===== config.mk =====
export PLATFORM = sky130hd
export DESIGN_NAME = batch_eval
export DESIGN_NICKNAME = d
export VERILOG_FILES = /design/src/verilog/poly_pkg.sv /design/src/verilog/mod_reducer.sv /design/src/verilog/poly_eval.sv /design/src/verilog/batch_eval.sv
export SDC_FILE = /design/constraint.sdc
export NUM_CORES = 1
export LEC_CHECK = 0
export BUFFER_PORTS_ARGS = -buffer_cell sky130_fd_sc_hd__buf_2
export CORE_ASPECT_RATIO = 0.6
export CORE_MARGIN = 2
export CORE_UTILIZATION = 45
export CTS_BUF_LIST = sky130_fd_sc_hd__clkbuf_2
export DETAILED_ROUTE_END_ITERATION = 10
export PLACE_DENSITY = 0.58
export RECOVER_POWER = 100
export SYNTH_ARGS = -nofsm -noshare
export SYNTH_HDL_FRONTEND = slang
export SYNTH_SLANG_ARGS = --single-unit
export TNS_END_PERCENT = 50

===== constraint.sdc =====
create_clock -name clk -period 12.98 [get_ports clk]
set_input_delay 0.649 -clock clk [delete_from_list [all_inputs] [get_ports clk]]
set_output_delay 0.649 -clock clk [all_outputs]
set_load 0.01 [all_outputs]

===== src/verilog/poly_pkg.sv =====
package poly_pkg;

	// sizes.
	localparam int DATA_W = 16;
	localparam int PROD_W = 2 * DATA_W;
	localparam int RED_CNT_W = 5;
	localparam int COEFF_DEPTH = 1024;
	localparam int COEFF_AW = 10;
	localparam int RESULT_DEPTH = 32;
	localparam int RESULT_AW = 5;
	localparam int MOD_COUNT = 8;
	localparam int MOD_AW = 3;
	localparam int DEG_W = 3;

	// wishbone port widths.
	localparam int WB_AW = 16;
	localparam int WB_DW = 32;
	localparam int WB_SW = 4;

	// word offsets inside the register window at word address bits [11:0].
	localparam logic [11:0] REG_CTRL = 12'h000;
	localparam logic [11:0] REG_X = 12'h001;
	localparam logic [11:0] REG_C = 12'h002;
	localparam logic [11:0] REG_CFG = 12'h003;
	localparam logic [11:0] REG_BASE = 12'h004;
	localparam logic [11:0] MOD_BASE = 12'h008;

	// window select in word address bits [13:12].
	localparam logic [1:0] REG_WIN = 2'b00;
	localparam logic [1:0] COEFF_WIN = 2'b10;
	localparam logic [1:0] RESULT_WIN = 2'b11;

	// cfg fields and status bits.
	localparam int CFG_DEG_LSB = 0;
	localparam int CFG_CNT_LSB = 8;
	localparam int CFG_MOD_LSB = 16;
	localparam int ST_BUSY = 0;
	localparam int ST_DONE = 1;
	localparam int ST_ERR = 2;

	// batch sequencer states.
	localparam logic [2:0] B_START = 3'd0;
	localparam logic [2:0] B_LAUNCH = 3'd1;
	localparam logic [2:0] B_WAIT = 3'd2;
	localparam logic [2:0] B_STORE = 3'd3;
	localparam logic [2:0] B_CHECK = 3'd4;
	localparam logic [2:0] B_END = 3'd5;

	// evaluator states.
	localparam logic [2:0] P_IDLE = 3'd0;
	localparam logic [2:0] P_FETCH = 3'd1;
	localparam logic [2:0] P_LOAD = 3'd2;
	localparam logic [2:0] P_MAC = 3'd3;
	localparam logic [2:0] P_RED = 3'd4;
	localparam logic [2:0] P_ADDC = 3'd5;
	localparam logic [2:0] P_FINAL = 3'd6;

endpackage


===== src/verilog/mod_reducer.sv =====
`timescale 1ns/1ns

module mod_reducer
	import poly_pkg::*;
(
	input logic clk,
	input logic rst,
	input logic red_start,
	input logic [PROD_W-1:0] value,
	input logic [DATA_W-1:0] modulus,
	output logic red_done,
	output logic [DATA_W-1:0] remainder
);

	logic running;
	logic [RED_CNT_W-1:0] bit_cnt;
	logic last_step;
	logic [PROD_W-1:0] dividend;
	logic [DATA_W-1:0] divisor;
	logic [DATA_W-1:0] rem;
	logic [DATA_W:0] trial;

	// shift in the next dividend bit.
	assign trial = {rem, dividend[PROD_W-1]};
	assign last_step = running && (bit_cnt == RED_CNT_W'(PROD_W - 1));
	assign remainder = rem;

	always_ff @(posedge clk or negedge rst)
	begin
		if (!rst)
		begin
			running <= 1'b0;
			bit_cnt <= '0;
			red_done <= 1'b0;
		end
		else
		begin
			red_done <= last_step;
			if (red_start)
			begin
				running <= 1'b1;
				bit_cnt <= '0;
			end
			else if (running)
			begin
				bit_cnt <= bit_cnt + 1'b1;
				if (last_step)
					running <= 1'b0;
			end
		end
	end

	// restoring step that subtracts when the trial value fits.
	always_ff @(posedge clk)
	begin
		if (red_start)
		begin
			dividend <= value;
			divisor <= modulus;
			rem <= '0;
		end
		else if (running)
		begin
			dividend <= dividend << 1;
			if (trial >= {1'b0, divisor})
				rem <= DATA_W'(trial - {1'b0, divisor});
			else
				rem <= trial[DATA_W-1:0];
		end
	end

endmodule


===== src/verilog/poly_eval.sv =====
`timescale 1ns/1ns

module poly_eval
	import poly_pkg::*;
(
	input logic clk,
	input logic rst,
	input logic start_poly,
	input logic [COEFF_AW-1:0] poly_addr,
	input logic [DEG_W-1:0] degree,
	input logic [DATA_W-1:0] x,
	input logic [DATA_W-1:0] c,
	input logic [DATA_W-1:0] modulus,
	output logic coeff_rd_en,
	output logic [COEFF_AW-1:0] coeff_rd_addr,
	input logic [DATA_W-1:0] coeff_rd_data,
	output logic done_poly,
	output logic [DATA_W-1:0] poly_result
);

	logic [2:0] state;
	// offset of the coefficient last folded into acc.
	logic [DEG_W-1:0] cnt;
	logic [COEFF_AW-1:0] base;
	logic [DATA_W-1:0] acc;
	logic red_start;
	logic red_done;
	logic [PROD_W-1:0] red_value;
	logic [DATA_W-1:0] remainder;

	mod_reducer u_reducer
	(
		.clk(clk),
		.rst(rst),
		.red_start(red_start),
		.value(red_value),
		.modulus(modulus),
		.red_done(red_done),
		.remainder(remainder)
	);

	// ------------------------------------------------------------
	// control
	// ------------------------------------------------------------
	always_ff @(posedge clk or negedge rst)
	begin
		if (!rst)
		begin
			state <= P_IDLE;
			cnt <= '0;
			coeff_rd_en <= 1'b0;
			red_start <= 1'b0;
			done_poly <= 1'b0;
		end
		else
		begin
			coeff_rd_en <= 1'b0;
			red_start <= 1'b0;
			done_poly <= 1'b0;
			case (state)
				P_IDLE:
					if (start_poly)
					begin
						cnt <= degree;
						coeff_rd_en <= 1'b1;
						state <= P_FETCH;
					end
				P_FETCH:
				begin
					// second read overlaps the first.
					coeff_rd_en <= (cnt != '0);
					state <= P_LOAD;
				end
				P_LOAD:
					state <= (cnt == '0) ? P_ADDC : P_MAC;
				P_MAC:
				begin
					// prefetch the next lower coefficient during the reduction.
					red_start <= 1'b1;
					cnt <= cnt - 1'b1;
					coeff_rd_en <= (cnt > DEG_W'(1));
					state <= P_RED;
				end
				P_RED:
					if (red_done)
						state <= (cnt == '0) ? P_ADDC : P_MAC;
				P_ADDC:
				begin
					red_start <= 1'b1;
					state <= P_FINAL;
				end
				P_FINAL:
					if (red_done)
					begin
						done_poly <= 1'b1;
						state <= P_IDLE;
					end
				default:
					state <= P_IDLE;
			endcase
		end
	end

	// ------------------------------------------------------------
	// datapath
	// ------------------------------------------------------------
	always_ff @(posedge clk)
	begin
		case (state)
			P_IDLE:
				if (start_poly)
				begin
					base <= poly_addr;
					coeff_rd_addr <= poly_addr + COEFF_AW'(degree);
				end
			P_FETCH:
				coeff_rd_addr <= base + COEFF_AW'(cnt) - COEFF_AW'(1);
			P_LOAD:
				acc <= coeff_rd_data;
			P_MAC:
			begin
				red_value <= PROD_W'(acc) * PROD_W'(x) + PROD_W'(coeff_rd_data);
				coeff_rd_addr <= base + COEFF_AW'(cnt) - COEFF_AW'(2);
			end
			P_RED:
				if (red_done)
					acc <= remainder;
			P_ADDC:
				red_value <= PROD_W'(acc) + PROD_W'(c);
			P_FINAL:
				if (red_done)
					poly_result <= remainder;
			default:
				;
		endcase
	end

endmodule


===== src/verilog/batch_eval.sv =====
`timescale 1ns/1ns

module batch_eval
	import poly_pkg::*;
(
	input logic clk,
	input logic rst,
	input logic start,
	input logic [DEG_W-1:0] degree,
	input logic [RESULT_AW-1:0] count,
	input logic [COEFF_AW-1:0] base,
	input logic [DATA_W-1:0] x,
	input logic [DATA_W-1:0] c,
	input logic [DATA_W-1:0] modulus,
	output logic busy,
	output logic done_batch,
	output logic err,
	output logic res_wr_en,
	output logic [RESULT_AW-1:0] res_wr_addr,
	output logic [DATA_W-1:0] res_wr_data,
	output logic coeff_rd_en,
	output logic [COEFF_AW-1:0] coeff_rd_addr,
	input logic [DATA_W-1:0] coeff_rd_data
);

	logic [2:0] state;
	logic [RESULT_AW-1:0] idx;
	logic [COEFF_AW-1:0] poly_addr;
	logic start_poly;
	logic done_poly;
	logic [DATA_W-1:0] poly_result;

	poly_eval u_poly
	(
		.clk(clk),
		.rst(rst),
		.start_poly(start_poly),
		.poly_addr(poly_addr),
		.degree(degree),
		.x(x),
		.c(c),
		.modulus(modulus),
		.coeff_rd_en(coeff_rd_en),
		.coeff_rd_addr(coeff_rd_addr),
		.coeff_rd_data(coeff_rd_data),
		.done_poly(done_poly),
		.poly_result(poly_result)
	);

	always_ff @(posedge clk or negedge rst)
	begin
		if (!rst)
		begin
			state <= B_START;
			idx <= '0;
			busy <= 1'b0;
			done_batch <= 1'b0;
			err <= 1'b0;
			start_poly <= 1'b0;
			res_wr_en <= 1'b0;
		end
		else
		begin
			done_batch <= 1'b0;
			start_poly <= 1'b0;
			res_wr_en <= 1'b0;
			case (state)
				B_START:
					if (start)
					begin
						// a zero modulus ends the batch at once.
						busy <= 1'b1;
						idx <= '0;
						err <= (modulus == '0);
						state <= (modulus == '0) ? B_END : B_LAUNCH;
					end
				B_LAUNCH:
				begin
					start_poly <= 1'b1;
					state <= B_WAIT;
				end
				B_WAIT:
					if (done_poly)
						state <= B_STORE;
				B_STORE:
				begin
					res_wr_en <= 1'b1;
					state <= B_CHECK;
				end
				B_CHECK:
					if (idx == count)
						state <= B_END;
					else
					begin
						idx <= idx + 1'b1;
						state <= B_LAUNCH;
					end
				B_END:
				begin
					busy <= 1'b0;
					done_batch <= 1'b1;
					state <= B_START;
				end
				default:
					state <= B_START;
			endcase
		end
	end

	// next polynomial starts degree + 1 words further on.
	always_ff @(posedge clk)
	begin
		case (state)
			B_START:
				if (start)
					poly_addr <= base;
			B_WAIT:
				if (done_poly)
				begin
					res_wr_data <= poly_result;
					res_wr_addr <= idx;
				end
			B_CHECK:
				poly_addr <= poly_addr + COEFF_AW'(degree) + COEFF_AW'(1);
			default:
				;
		endcase
	end

endmodule


==> results by group <==
STA
  • Final Setup Violations: 0
  • Post-layout min period: 7400 ps
  • Fin crit share: 57.01%
  • Worst Tran Pin Value: 3496 ps
  • Slew HR: -133.0%
  • Maximum operating frequency: 135.1 MHz
  • Setup TNS: 0 ps
  • RSZ-0062 raised after global routing: no
  • Slew Limit Fails: 211
  • Hold Violations, Final: 0
  • Clk_skew: 55.64 ps

Synth
  • Most frequent cells after synthesis: 319 x inv_1, 232 x nand2_1, 214 x fa_1
  • Sequential share of the synthesized area: 30.78%
  • Post-synthesis adder-cell area fraction: 32.18%
  • Syn avg cell area: 10.04 µm²
  • Fraction of registers with async set or reset after synthesis: 13.94%
  • Most used flip-flop cell after synthesis: edfxtp_1
  • XOR/XNOR Fraction of Synth Area: 4.039%
  • Seq cells post-synth: 208
  • Top cells by area, synth: edfxtp_1 25%, fa_1 22%, ha_1 10%
  • Largest family of logic cells by synthesized area: adder cells
  • Mapped Nets: 2,376
  • Yosys warns: 0
  • Yosys top cell area share: 25.36%
  • Netlist cell types: 68
  • Post-synth top area cell: edfxtp_1
  • Post-Syn Area: 0.01930 mm²
  • Post-synthesis mux area share: 2.885%
  • Post-synthesis simple-gate area fraction: 13.68%
  • Post-synth EDFFs: 163
  • Cells after Synth: 1,923
  • Top-count cell post-synth: inv_1
  • Synth Area in Compound Gates: 8.779%

Setup path
  • Worst Path Required: 13,580 ps
  • Reg2reg setup slack: 5580 ps
  • Maximum fanout along the worst path: 17
  • R2R Path End: u_poly.red_value[30]$_SDFFCE_PP0P_
  • Critical path data arrival time: 8000 ps
  • CP dominant cell by count: fa_1
  • Max incr delay on CP: 830 ps
  • Crit path cell chain: and2_0, fa_1, inv_1, fa_1, fa_1, inv_1, fa_1, fa_1, inv_1, fa_1, inv_1, ha_1, a21oi_1, and3_1, o21ai_0, a221oi_1, o41ai_1, mux2i_1, a2111oi_0
  • R2r startpoint: u_poly.acc[7]$_DFFE_PP_
  • WS Path Type: flip-flop to flip-flop
  • Critical path capture point type: flip-flop
  • CP delay by family, top: adder cells
  • Reg2Reg Depth: 19
  • Slowest cell on crit path: a221oi_1
  • Crit path launch type: flip-flop
  • Worst Path Buf+Inv: 4

Final layout
  • Final std cells w/o fill: 2,657
  • Final cell utilization of the core: 49.80%
  • Total Nets Final: 2,501
  • Layout area overhead: 8.617%
  • Layout cells sized above 1: 9.448%
  • Fillers: 4,007
  • Post-route cell area: 0.02096 mm²

Die
  • I/O pin total: 121
  • Die Ht: 164.4 µm
  • Starting Density: 45.85%
  • Std-Cell Rows: 58
  • Die Area: 0.04461 mm²
  • Die X-Extent: 271.4 µm
  • Core Area: 0.04209 mm²

Clocking
  • Clk slew on worst S/H paths: 120 ps
  • Cts bufs inserted: 47
  • Root Driver: clkbuf_2
  • Htree depth: 2
  • CTS Sinks: 208
  • Cts repair resizes: 0
  • CTS Buffer Depth: 3
  • Clk Latency, worst-skew pair: 850 ps
  • Clock tree from TritonCTS: built

Route
  • Vias per cell: 5.219
  • Drt pass-1 iters: 5
  • Antenna viol nets, final: 0
  • DRT iter0 DRCs: 1,032
  • Final WL: 49,400 µm
  • Via count: 13,870
  • DR WL/cell: 18.59 µm
  • Drc violations: 0

Place
  • Post-DP HPWL: 38,170 µm
  • Placed cells: 2,547
  • Placer Congestion: 0.9045
  • Placed inst area: 0.02040 mm²
  • Port Buffers: 120

Global route
  • Largest net degree at the start of global routing: 67
  • Vias in the first global route: 13,980
  • Overall global routing resource usage: 22.77%
  • Antenna violations before repair: 2
  • Total gr overflow: 0
  • First-pass GRT wire length: 78,580 µm

Min path
  • HP Start: base[4]
  • Hold endpoint: poly_addr[4]$_DFFE_PP_
  • Min-Delay Path Class: input port to flip-flop
  • Hold Crit Depth: 3

Outcome
  • Status: finished with violations
  • Failing checks: max-capacitance violations, max-slew violations

Run
  • Max-cap check violation count: 6
-- worst max-delay path by stage --
stage                       startpoint                            endpoint  slack, ps  depth (start not counted)
6_report       u_poly.acc[7]$_DFFE_PP_  u_poly.red_value[30]$_SDFFCE_PP0P_       5580                         19
5_1_grt        u_poly.acc[7]$_DFFE_PP_  u_poly.red_value[30]$_SDFFCE_PP0P_       5120                         19
4_1_cts        u_poly.acc[6]$_DFFE_PP_  u_poly.red_value[31]$_SDFFCE_PP0P_       5950                         20
3_5_place_dp                      x[6]  u_poly.red_value[31]$_SDFFCE_PP0P_       5930                         21
3_3_place_gp                      x[6]  u_poly.red_value[31]$_SDFFCE_PP0P_       5990                         21
2_1_floorplan                     x[5]  u_poly.red_value[31]$_SDFFCE_PP0P_       6730                         21
-- worst reg2reg max path: stages, from the launching register on --
cell and delay (ps):
edfxtp_1 800, and2_0 340, fa_1 530, inv_1 90, fa_1 510, fa_1 520, inv_1 50, fa_1 460
fa_1 540, inv_1 50, fa_1 520, inv_1 40, ha_1 400, a21oi_1 230, and3_1 240, o21ai_0 200
a221oi_1 830, o41ai_1 240, mux2i_1 170, a2111oi_0 390
-- through the flow --
step	setup slack [ps]	hold WS, ps
floorplan	6730	353.4
global placement	5987	401.3
detailed placement	5926	406.2
CTS	5950	4.326
global route	5122	3.850
finish	5580	104.9
-- flip-flops by register name (all words and copies together), names as in the netlist, 10 cells and up --
name	cells
poly_addr	10
res_wr_data	16
u_poly.acc	16
u_poly.base	10
u_poly.coeff_rd_addr	10
u_poly.poly_result	16
u_poly.red_value	32
u_poly.u_reducer.dividend	32
u_poly.u_reducer.divisor	16
u_poly.u_reducer.remainder	16
-- placed cells by master, fill, tap and decap left out, types with 73 or more instances in the layout --
master      n
nor2_1     79
fa_1      214
edfxtp_1  163
o21ai_0    78
and2_1    116
a21oi_1    73
clkbuf_2   74
nand2_1   232
inv_1     319
ha_1      154
-- area by class of cell --
class	instances	area [µm²]	area share (%)
Antenna cell	2	5.005	0.02388
Clock buffer	74	370.4	1.767
Clock inverter	12	100.1	0.4775
Inverter	319	1197	5.712
Multi-Input combinational cell	1323	11840	56.49
Sequential cell	208	5942	28.35
Tap cell	570	713.2	3.402
Timing Repair Buffer	149	793.3	3.784
-- timing repair --
item                      4_1_cts  5_1_grt
hold buffers                   19        3
hold endpoints to repair       47        3
setup buffers                   0        0
-- logic make-up (layout without fill, tap and decap cells) --
group / after synthesis / after routing
AO/OA/AOI/OAI: 266 / 266
XOR/XNOR: 89 / 89
adder cells (fa/ha/maj): 368 / 368
buffers and inverters: 392 / 554
flip-flops: 208 / 208
multiplexers: 51 / 51
other: 0 / 2
AND/OR/NAND/NOR: 549 / 549
-- layer usage --
| layer | vias up | GRT usage, % | share of wire [%] |
|---|---|---|---|
| li1 | 6551 | - | - |
| met1 | 6820 | 36.27 | 51 |
| met2 | 442 | 30.30 | 39 |
| met3 | 54 | 6.325 | 8.4 |
| met4 | 0 | 4.496 | 1.5 |
| met5 | - | 0 | 0 |
Power is not shown: default switching activity piles up to over one toggle a cycle in this logic, so the estimate is an artifact.
