**src/verilog/poly_pkg.sv**
```systemverilog
package poly_pkg;

	// sizes.
	localparam int DATA_W = 16;
	localparam int PROD_W = 2 * DATA_W;
	localparam int RED_CNT_W = 5;
	localparam int COEFF_DEPTH = 1024;
	localparam int COEFF_AW = 10;
	localparam int RESULT_DEPTH = 32;
	localparam int RESULT_AW = 5;
	localparam int MOD_COUNT = 8;
	localparam int MOD_AW = 3;
	localparam int DEG_W = 3;

	// wishbone port widths.
	localparam int WB_AW = 16;
	localparam int WB_DW = 32;
	localparam int WB_SW = 4;

	// word offsets inside the register window at word address bits [11:0].
	localparam logic [11:0] REG_CTRL = 12'h000;
	localparam logic [11:0] REG_X = 12'h001;
	localparam logic [11:0] REG_C = 12'h002;
	localparam logic [11:0] REG_CFG = 12'h003;
	localparam logic [11:0] REG_BASE = 12'h004;
	localparam logic [11:0] MOD_BASE = 12'h008;

	// window select in word address bits [13:12].
	localparam logic [1:0] REG_WIN = 2'b00;
	localparam logic [1:0] COEFF_WIN = 2'b10;
	localparam logic [1:0] RESULT_WIN = 2'b11;

	// cfg fields and status bits.
	localparam int CFG_DEG_LSB = 0;
	localparam int CFG_CNT_LSB = 8;
	localparam int CFG_MOD_LSB = 16;
	localparam int ST_BUSY = 0;
	localparam int ST_DONE = 1;
	localparam int ST_ERR = 2;

	// batch sequencer states.
	localparam logic [2:0] B_START = 3'd0;
	localparam logic [2:0] B_LAUNCH = 3'd1;
	localparam logic [2:0] B_WAIT = 3'd2;
	localparam logic [2:0] B_STORE = 3'd3;
	localparam logic [2:0] B_CHECK = 3'd4;
	localparam logic [2:0] B_END = 3'd5;

	// evaluator states.
	localparam logic [2:0] P_IDLE = 3'd0;
	localparam logic [2:0] P_FETCH = 3'd1;
	localparam logic [2:0] P_LOAD = 3'd2;
	localparam logic [2:0] P_MAC = 3'd3;
	localparam logic [2:0] P_RED = 3'd4;
	localparam logic [2:0] P_ADDC = 3'd5;
	localparam logic [2:0] P_FINAL = 3'd6;

endpackage

```
**src/verilog/wb_regs.sv**
```systemverilog
`timescale 1ns/1ns

module wb_regs
	import poly_pkg::*;
(
	input logic clk,
	input logic rst,
	input logic wb_cyc,
	input logic wb_stb,
	input logic wb_we,
	input logic [WB_AW-1:0] wb_adr,
	input logic [WB_DW-1:0] wb_dat_w,
	input logic [WB_SW-1:0] wb_sel,
	output logic [WB_DW-1:0] wb_dat_r,
	output logic wb_ack,
	input logic busy,
	input logic done_batch,
	input logic err,
	output logic start,
	output logic [DATA_W-1:0] x,
	output logic [DATA_W-1:0] c,
	output logic [DEG_W-1:0] degree,
	output logic [RESULT_AW-1:0] count,
	output logic [COEFF_AW-1:0] base,
	output logic [DATA_W-1:0] modulus,
	output logic coeff_wr_en,
	output logic [COEFF_AW-1:0] coeff_wr_addr,
	output logic [DATA_W-1:0] coeff_wr_data,
	output logic res_rd_en,
	output logic [RESULT_AW-1:0] res_rd_addr,
	input logic [DATA_W-1:0] res_rd_data
);

	logic req;
	logic wr;
	logic cfg_wr;
	logic [1:0] win;
	logic [11:0] off;
	logic is_mod;
	logic [WB_DW-1:0] mask;
	logic [WB_DW-1:0] status;
	logic [WB_DW-1:0] cur;
	logic [WB_DW-1:0] merged;
	logic [WB_DW-1:0] rd_q;
	logic rd_res;
	logic done_q;
	logic err_q;
	logic [MOD_AW-1:0] mod_idx;
	logic [DATA_W-1:0] mod_tab [MOD_COUNT];

	// ------------------------------------------------------------
	// decode
	// ------------------------------------------------------------
	// ack is held off for one cycle so each strobe acks once.
	assign req = wb_cyc & wb_stb & ~wb_ack;
	assign wr = req & wb_we;
	assign win = wb_adr[15:14];
	assign off = wb_adr[13:2];
	assign is_mod = (off[11:MOD_AW] == MOD_BASE[11:MOD_AW]);
	assign cfg_wr = wr & ~busy & (win == REG_WIN);
	assign mask = {{8{wb_sel[3]}}, {8{wb_sel[2]}}, {8{wb_sel[1]}}, {8{wb_sel[0]}}};

	assign coeff_wr_en = wr & ~busy & (win == COEFF_WIN) & (&wb_sel[1:0]);
	assign coeff_wr_addr = off[COEFF_AW-1:0];
	assign coeff_wr_data = wb_dat_w[DATA_W-1:0];
	assign res_rd_en = req & ~wb_we & (win == RESULT_WIN);
	assign res_rd_addr = off[RESULT_AW-1:0];
	assign modulus = mod_tab[mod_idx];

	// result ram data arrives in the ack cycle.
	assign wb_dat_r = rd_res ? WB_DW'(res_rd_data) : rd_q;

	always_comb
	begin
		status = '0;
		status[ST_BUSY] = busy;
		status[ST_DONE] = done_q;
		status[ST_ERR] = err_q;
		cur = '0;
		if (is_mod)
			cur[DATA_W-1:0] = mod_tab[off[MOD_AW-1:0]];
		else
			case (off)
				REG_CTRL: cur = status;
				REG_X: cur[DATA_W-1:0] = x;
				REG_C: cur[DATA_W-1:0] = c;
				REG_CFG:
				begin
					cur[CFG_DEG_LSB +: DEG_W] = degree;
					cur[CFG_CNT_LSB +: RESULT_AW] = count;
					cur[CFG_MOD_LSB +: MOD_AW] = mod_idx;
				end
				REG_BASE: cur[COEFF_AW-1:0] = base;
				default: ;
			endcase
		merged = (cur & ~mask) | (wb_dat_w & mask);
	end

	// ------------------------------------------------------------
	// registers
	// ------------------------------------------------------------
	always_ff @(posedge clk or negedge rst)
	begin
		if (!rst)
		begin
			x <= '0;
			c <= '0;
			degree <= '0;
			count <= '0;
			mod_idx <= '0;
			base <= '0;
		end
		else if (cfg_wr && !is_mod)
			case (off)
				REG_X: x <= merged[DATA_W-1:0];
				REG_C: c <= merged[DATA_W-1:0];
				REG_CFG:
				begin
					degree <= merged[CFG_DEG_LSB +: DEG_W];
					count <= merged[CFG_CNT_LSB +: RESULT_AW];
					mod_idx <= merged[CFG_MOD_LSB +: MOD_AW];
				end
				REG_BASE: base <= merged[COEFF_AW-1:0];
				default: ;
			endcase
	end

	always_ff @(posedge clk)
	begin
		if (cfg_wr && is_mod)
			mod_tab[off[MOD_AW-1:0]] <= merged[DATA_W-1:0];
		if (req && !wb_we)
			rd_q <= (win == REG_WIN) ? cur : '0;
	end

	// handshake, start pulse and sticky status.
	always_ff @(posedge clk or negedge rst)
	begin
		if (!rst)
		begin
			wb_ack <= 1'b0;
			rd_res <= 1'b0;
			start <= 1'b0;
			done_q <= 1'b0;
			err_q <= 1'b0;
		end
		else
		begin
			wb_ack <= req;
			rd_res <= res_rd_en;
			start <= cfg_wr & (off == REG_CTRL) & wb_sel[0] & wb_dat_w[0];
			if (start)
			begin
				done_q <= 1'b0;
				err_q <= 1'b0;
			end
			else if (done_batch)
			begin
				done_q <= 1'b1;
				err_q <= err;
			end
		end
	end

endmodule

```
**config.mk**
```make
export PLATFORM = sky130hd
export DESIGN_NAME = wb_regs
export DESIGN_NICKNAME = d
export VERILOG_FILES = /design/src/verilog/poly_pkg.sv /design/src/verilog/wb_regs.sv
export SDC_FILE = /design/constraint.sdc
export NUM_CORES = 1
export LEC_CHECK = 0
export ABC_CLOCK_PERIOD_IN_PS = 7800
export BUFFER_PORTS_ARGS = -buffer_cell sky130_fd_sc_hd__buf_2
export CAP_MARGIN = 20
export CELL_PAD_IN_SITES_DETAIL_PLACEMENT = 2
export CELL_PAD_IN_SITES_GLOBAL_PLACEMENT = 2
export CORE_ASPECT_RATIO = 1.25
export CORE_MARGIN = 2
export CORE_UTILIZATION = 41
export DETAILED_ROUTE_END_ITERATION = 10
export PLACE_DENSITY_LB_ADDON = 0.1
export SYNTH_ARGS = -nofsm -noshare
export SYNTH_HDL_FRONTEND = slang
export SYNTH_SLANG_ARGS = --single-unit
```
**constraint.sdc**
```tcl
create_clock -name clk -period 7.8 [get_ports clk]
set_input_delay 1.56 -clock clk [delete_from_list [all_inputs] [get_ports clk]]
set_output_delay 1.56 -clock clk [all_outputs]
set_load 0.01 [all_outputs]
```
==> impl_metrics.yaml, run 1 <==
grt:
  grt.busiest_layer: "met2"
  grt_start_max_net_pins: 59
  use_met1_pct: 33.1
  grt_usage_pct: 24.5
  grt_pass1_vias: 7589
  grt_pass1_wl_mm: 49.6
  antenna_found_initial: 0
  met2_usage_pct: 42.5
  gr-usage-met3_pct: 3.43
  gr-total-overflow: 0
sta:
  tightest_slew_ps: 1170
  post-route-period-util_pct: 57.8
  tns_ps: 0
  slew_violations: 0
  setup_viol: 0
  relSlewSlack_pct: 21.7
  final_hold_viol_count: 0
  rsz0062_at_grt: "false"
  min_period_ps: 4510
  fmax_mhz: 222
  fin_skew_ps: 25.1
final_layout:
  areaGrowthSynthToFinish_pct: 16.2
  final_cell_mix: "buf_2, edfxtp_1, mux2_2, dfrtp_1, nor2_1"
  final_common_cell: "buf_2"
  drive_above_1_share_pct: 42.2
  fin_nets: 937
clock_tree:
  clkLatencyLatePin_ps: 530
  cts_resized: 0
  htreeDepth: 1
  cts_tree: "done"
  cts_buffers: 23
  root_buffer: "clkbuf_16"
  cts_setup_buffers: 0
  clk_pin_slew_ps: 60
  cts_hold_buf: 0
  clock-sinks: 205
  cts_buffer_depth: 3
critical_path:
  path_max_fanout: 57
  crit_type: "in2out"
  critPathLaunch: "wb_adr[3]"
  crit_required_ps: 6240
  crit_path_end_kind: "output pin"
  cp_data_arrival_time_ps: 2950
  startpoint_type: "input port"
  reg2reg_from: "wb_ack$_DFF_PN0_"
floorplanning:
  io_pins: 209
  initial_core_util_pct: 41.5
  row_count: 65
  core_area_um2: 25100
  chipHeight_um: 182
  die_x_um: 147
  dieArea_um2: 26700
yosys:
  async_flop_share_pct: 28.3
  ys.flop_type: "edfxtp_1"
  ys_ff_latch: 205
  synth-edff-count: 147
  syn_inst: 721
  synth_top_area_share_pct: 42.3
  syn_area_per_cell_um2: 14.5
  synth_area_leaders: "edfxtp_1, dfrtp_1, mux4_2"
  ys_types: 61
  yosysSeqAreaShare_pct: 56.2
  ys.warnings.count: 0
  synth_area_um2: 10400
  netlist.top_cell.by_area: "edfxtp_1"
place:
  port_buffers: 179
  gp_congestion: 0.817
  dp_hpwl_mm: 23.1
power:
  power_mw: 2.36
  p_leak_nw: 4.71
  p_per_area_nw_per_um2: 195
  vdd_drop_max_v: 0.000201
route:
  viasPerCell: 5.76
  firstDrtPassIters: 5
  vias: 6981
  final_antenna_net_count: 0
  initialDrtViolationCount: 542
  routed_wl_mm: 32.9
  post_drt_wl_per_cell_um: 27.1
  drc: 0
outcome:
  outcome: "finished, final reports clean"
flow_run:
  maxCapViolations: 0
min_path:
  hp-class: "reg2reg"
  min_from: "start$_DFF_PN0_"
[worst max-delay path, stage by stage]
cell and delay, ps:
buf_2 400, buf_4 720, buf_2 260
[state kept, by name, indices dropped and copies added, names as in the netlist]
| signal | count |
|---|---|
| rd_q | 19 |
| start | 1 |
| x | 16 |
| err_q | 1 |
| count | 5 |
| wb_ack | 1 |
| c | 16 |
| base | 10 |
| mod_tab | 128 |
| done_q | 1 |
| degree | 3 |
| rd_res | 1 |
| mod_idx | 3 |
[area by class of cell]
cell class              instances  area, um^2
flip-flops and latches        205        5870
multi-input cells             434        4040
diodes                          1        2.50
inverters                       5        18.8
well taps                     335         419
clock inverters                13        93.8
repair buffers                192        1070
clock buffers                  28         614
fillers                      2409       13000
[metrics by stage]
stage,area [um^2],worst slack (ps),std cells,utilization (%),hold WS [ps]
CTS,12100,3260,1208,48.0,476
global route,12100,3210,1212,48.3,493
detailed placement,11400,3050,1167,45.2,471
finish,12100,3290,1213,48.3,470
global placement,11300,3160,1164,44.9,461
floorplan,10500,3380,733,-,456
[layer usage]
metal	wire length (um)	vias up	share of wire, %
li1	-	3038	-
met1	14000	3664	42
met2	16600	239	50
met3	1760	40	5.3
met4	582	0	1.8
met5	0	-	0
[where the power goes]
part	leakage, nW	switching [mW]	internal (mW)
Combinational	2.22	0.0997	0.0483
Sequential	2.14	0.00141	1.17
Clock	0.348	0.449	0.592
[cell families (layout without fill, tap and decap cells)]
group / count (synthesis) / after routing / synth area share (%)
buf+inv: 94 / 238 / 5.82
simple gates: 178 / 178 / 9.39
other cells: 1 / 14 / 0.0359
compound gates: 99 / 99 / 6.82
flops: 205 / 205 / 56.2
mux: 144 / 144 / 21.7
[cell usage after synthesis, drive strengths merged, types with 3 or more instances]
| master | number |
|---|---|
| mux2 | 76 |
| and3 | 8 |
| mux2i | 16 |
| a31oi | 12 |
| nand2 | 37 |
| a22oi | 9 |
| nor3 | 10 |
| nor2 | 50 |
| nor2b | 14 |
| nand3 | 8 |
| dfrtp | 58 |
| nand3b | 11 |
| a211oi | 3 |
| nand4 | 4 |
| a32oi | 6 |
| nand2b | 6 |
| o22ai | 6 |
| o31ai | 14 |
| a22o | 8 |
| and2b | 3 |
| or3 | 6 |
| mux4 | 52 |
| clkbuf | 16 |
| edfxtp | 147 |
| or4 | 3 |
| inv | 4 |
| and2 | 4 |
| a21oi | 16 |
| buf | 73 |
| nor4 | 6 |
| o21ai | 18 |
[worst paths after layout]
kind	cells after the start	slack, ps	end
min in group asynchronous	2	1210	count[3]$_DFFE_PN0P_
min reg2reg	1	470	err_q$_DFFE_PN0P_
max in group asynchronous	2	5910	mod_idx[0]$_DFFE_PN0P_
max	3	3290	res_rd_addr[1]
max reg2reg	6	5000	mod_tab[2][5]$_DFFE_PP_
min	1	470	err_q$_DFFE_PN0P_
Note: power is estimated with default switching activity, not from simulation.
==> inputs of run 2 (changes only) <==
ABC_CLOCK_PERIOD_IN_PS = 3800   (was 7800)
CORE_UTILIZATION = 35   (was 41)
clock period = 3.8 ns   (was 7.8 ns; I/O delays follow)
==> impl_metrics.yaml, run 2 (same netlist as run 1, synthesis figures left out) <==
outcome:
  outcome: "finished, final reports clean"
route:
  drc: 0
  post_drt_wl_per_cell_um: 26.0
  firstDrtPassIters: 4
  final_antenna_net_count: 0
  initialDrtViolationCount: 316
  routed_wl_mm: 33.8
  viasPerCell: 5.45
  vias: 7090
place:
  post-place-ws_ps: 419
  gp_congestion: 0.802
  port_buffers: 179
  dp_hpwl_mm: 24.1
  placed_area_um2: 11600
power:
  p_per_area_nw_per_um2: 410
  p_leak_nw: 4.87
  vdd_drop_max_v: 0.000222
final_layout:
  drive_above_1_share_pct: 42.9
  final_common_cell: "buf_2"
  postLayoutCellArea_um2: 12400
  largest_reg_flops: 128
  final_cell_mix: "buf_2, edfxtp_1, mux2_2, dfrtp_1, nor2_1"
  areaGrowthSynthToFinish_pct: 18.9
  antenna_cells: 0
  fin_nets: 964
critical_path:
  startpoint_type: "register"
  cp_data_arrival_time_ps: 2290
  crit_required_ps: 3040
  crit_type: "reg2out"
  path_max_fanout: 18
  crit_family: "multiplexers"
  slowest_delay_ps: 560
  crit_path_end_kind: "output pin"
  cp.buffers_inverters: 2
  crit_slowest_cell: "mux4_2"
  crit_chain: "buf_4 > mux4_2 > mux2_2 > buf_2"
sta:
  min_period_ps: 3050
  setup_viol: 0
  slew_violations: 0
  relSlewSlack_pct: 48.3
  fmax_mhz: 328
  final_hold_viol_count: 0
  rsz0062_at_grt: "false"
  tightest_slew_ps: 772
  fin_worst_hold_slack_ps: 252
  post-route-period-util_pct: 80.2
  tns_ps: 0
  worst_slack_ps: 751
  fin_skew_ps: 16.8
clock_tree:
  htreeDepth: 1
  cts_buffers: 23
  cts_setup_buffers: 0
  cts_resized: 0
  clkLatencyLatePin_ps: 520
  clock-sinks: 205
  cts_tree: "done"
  cts_buffer_depth: 3
  cts_hold_buf: 0
  root_buffer: "clkbuf_16"
  clk_pin_slew_ps: 60
floorplanning:
  core_area_um2: 29300
  dieArea_um2: 31200
  row_count: 70
  io_pins: 209
  initial_core_util_pct: 35.6
  chipHeight_um: 197
  die_x_um: 158
flow_run:
  maxCapViolations: 0
grt:
  gr-total-overflow: 0
  grt_start_max_net_pins: 49
  grt_usage_pct: 21.4
  grt_pass1_vias: 7560
  antenna_found_initial: 0
  grt_pass1_wl_mm: 49.3
min_path:
  hp-class: "in2async"
## run 2: layout make-up
class	instances	area, um^2
clock buffers	27	591
clock inverters	14	188
fillers	2897	16900
inverters	5	18.8
multi-input cells	434	4020
flip-flops and latches	205	5870
well taps	396	495
repair buffers	219	1220
## run 2: report_power, final
group          total, mW  leakage, nW  internal [mW]  switching [mW]
logic              0.325         2.34          0.114           0.211
clock network       2.36        0.380           1.44           0.915
registers           2.41         2.14           2.41         0.00253
## run 2: worst paths after layout
check / from / cells past startpoint / slack [ps] / endpoint
min in group clk: wb_dat_w[16] / 2 / 490 / mod_idx[0]$_DFFE_PN0P_
min: rst / 1 / 250 / x[13]$_DFFE_PN0P_
min reg2reg: start$_DFF_PN0_ / 1 / 510 / err_q$_DFFE_PN0P_
max: mod_idx[0]$_DFFE_PN0P_ / 4 / 750 / modulus[7]
max in group asynchronous: rst / 2 / 2550 / base[6]$_DFFE_PN0P_
max reg2reg: wb_ack$_DFF_PN0_ / 7 / 1510 / mod_tab[0][9]$_DFFE_PP_
## run 2: stage by stage
| step | total power [mW] | utilization, % | instances |
|---|---|---|---|
| floorplan | 2.65 | - | 733 |
| global placement | 2.77 | 39.6 | 1259 |
| detailed placement | 2.78 | 39.6 | 1259 |
| CTS | 5.15 | 42.3 | 1300 |
| global route | 5.25 | 42.3 | 1300 |
| finish | 5.09 | 42.3 | 1300 |
## run 2: routing by layer
layer / GRT usage, % / routed length, um
met1: 28.9 / 14800
met2: 37.2 / 16800
met4: 5.01 / 639
met3: 2.37 / 1520
met5: 0 / 0
==> inputs of run 3 (changes only) <==
ABC_CLOCK_PERIOD_IN_PS = 2700   (was 3800)
clock period = 2.7 ns   (was 3.8 ns; I/O delays follow)
==> impl_metrics.yaml, run 3 (same netlist as run 1, synthesis figures left out) <==
clock_tree:
  root_buffer: "clkbuf_16"
  htreeDepth: 1
  clk_pin_slew_ps: 60
  cts_buffer_depth: 3
  cts_hold_buf: 0
  clkLatencyLatePin_ps: 520
  cts_buffers: 23
  cts_tree: "done"
  clock-sinks: 205
sta:
  tightest_slew_ps: 846
  final_hold_viol_count: 0
  relSlewSlack_pct: 43.3
  fin_skew_ps: 17.0
  min_period_ps: 2680
  fmax_mhz: 373
  tns_ps: 0
  setup_viol: 0
  rsz0062_at_grt: "true"
  slew_violations: 0
  post-route-period-util_pct: 99.2
final_layout:
  fin_nets: 1014
  drive_above_1_share_pct: 45.8
  final_util_pct: 44.5
  fillers: 2861
  register_area_um2: 5870
  largest_reg_flops: 128
  final_common_cell: "buf_2"
  final_cell_mix: "buf_2, edfxtp_1, buf_4, dfrtp_1, mux2_2"
  areaGrowthSynthToFinish_pct: 25.1
  multiInputGateArea_um2: 4070
grt:
  grt_pass1_wl_mm: 52.0
  antenna_found_initial: 1
  grt_pass1_vias: 8062
  grt_usage_pct: 22.6
  gr-total-overflow: 0
  grt_start_max_net_pins: 36
floorplanning:
  core_area_um2: 29300
  die_x_um: 158
  chipHeight_um: 197
  dieArea_um2: 31200
  initial_core_util_pct: 35.6
  row_count: 70
  io_pins: 209
route:
  drc: 0
  drt-met1-wl_mm: 15.1
  initialDrtViolationCount: 303
  firstDrtPassIters: 5
  final_antenna_net_count: 0
  wl_met3_mm: 2.03
  wl_met2_mm: 18.1
  viasPerCell: 5.43
  routed_wl_mm: 35.7
  top_layer: "met4"
  vias: 7344
  post_drt_wl_per_cell_um: 26.4
critical_path:
  slowest_delay_ps: 540
  crit_family: "multiplexers"
  cp_data_arrival_time_ps: 2140
  crit_slowest_cell: "mux4_2"
  cp.buffers_inverters: 3
  startpoint_type: "register"
  critPathLaunch: "mod_idx[0]$_DFFE_PN0P_"
  crit_required_ps: 2160
  crit_top_cell: "buf_12"
  crit_chain: "buf_12 > buf_12 > mux4_2 > mux2_4 > buf_6"
  crit_type: "reg2out"
  crit_path_end_kind: "output pin"
  worst-r2r-cell-count: 7
  reg2reg_from: "mod_tab[3][7]$_DFFE_PP_"
  r2r_setup_slack_ps: 400
  path_max_fanout: 6
  r2r-end: "mod_tab[3][7]$_DFFE_PP_"
min_path:
  hp-class: "in2async"
power:
  vdd_drop_max_v: 0.000428
  p_leak_nw: 5.19
  p_per_area_nw_per_um2: 517
place:
  gp_congestion: 0.815
  dp_hpwl_mm: 25.7
  port_buffers: 179
flow_run:
  maxCapViolations: 0
outcome:
  outcome: "finished, final reports clean"
[run 3: worst max path at each step]
stage                                    end  slack (ps)  cells after the start
global route                      modulus[3]         -40                      5
detailed placement  mod_tab[0][11]$_DFFE_PP_         -90                      8
global placement    mod_tab[2][11]$_DFFE_PP_         -30                      8
finish                            modulus[1]          20                      5
CTS                               modulus[1]         -20                      4
floorplan            mod_tab[1][0]$_DFFE_PP_         220                      4
[run 3: layout make-up]
class                           count  area share, %
Sequential cell                   205           45.0
Multi-Input combinational cell    434           31.2
Timing Repair Buffer              269           14.8
Clock buffer                       31           4.72
Tap cell                          396           3.80
Clock inverter                     11          0.422
Inverter                            5          0.144
Antenna cell                        1         0.0192
[run 3: worst reg2reg max path, cell delays in order, from the launching register on]
cell,delay [ps]
edfxtp_1,390
mux4_2,490
nor2_1,110
nor3_1,60
buf_4,150
a211oi_1,500
nor2_1,150
buf_4,200
[run 3: layer usage]
metal / vias up / GRT usage [%]
met4: 0 / 4.87
met1: 3857 / 29.8
li1: 3195 / -
met2: 257 / 39.7
met5: - / 0
met3: 35 / 2.98
[run 3: per-stage QoR]
stage | setup slack [ps] | power (mW) | cell area (um^2) | instances | hold WS (ps)
after floorplan | 221 | 3.73 | 10500 | 733 | 244
after global placement | -32.5 | 3.94 | 12100 | 1303 | 455
after detailed placement | -87.2 | 3.96 | 12100 | 1303 | 449
after CTS | -16.1 | 6.84 | 12800 | 1345 | 29.6
after global routing | -37.8 | 6.98 | 13000 | 1351 | 59.7
final | 20.7 | 6.75 | 13000 | 1352 | 35.8
[run 3: where the power goes]
part | internal [mW] | switching [mW] | leakage (nW)
combinational | 0.193 | 0.307 | 2.72
clock | 1.60 | 1.26 | 0.327
sequential | 3.39 | 0.00327 | 2.14
total | 5.18 | 1.58 | 5.19
[run 3: timing repair]
item	in CTS	in global routing
endpoints found under the setup margin	7	16
resized for setup	3	27
gates cloned	0	4
buffers inserted	0	2
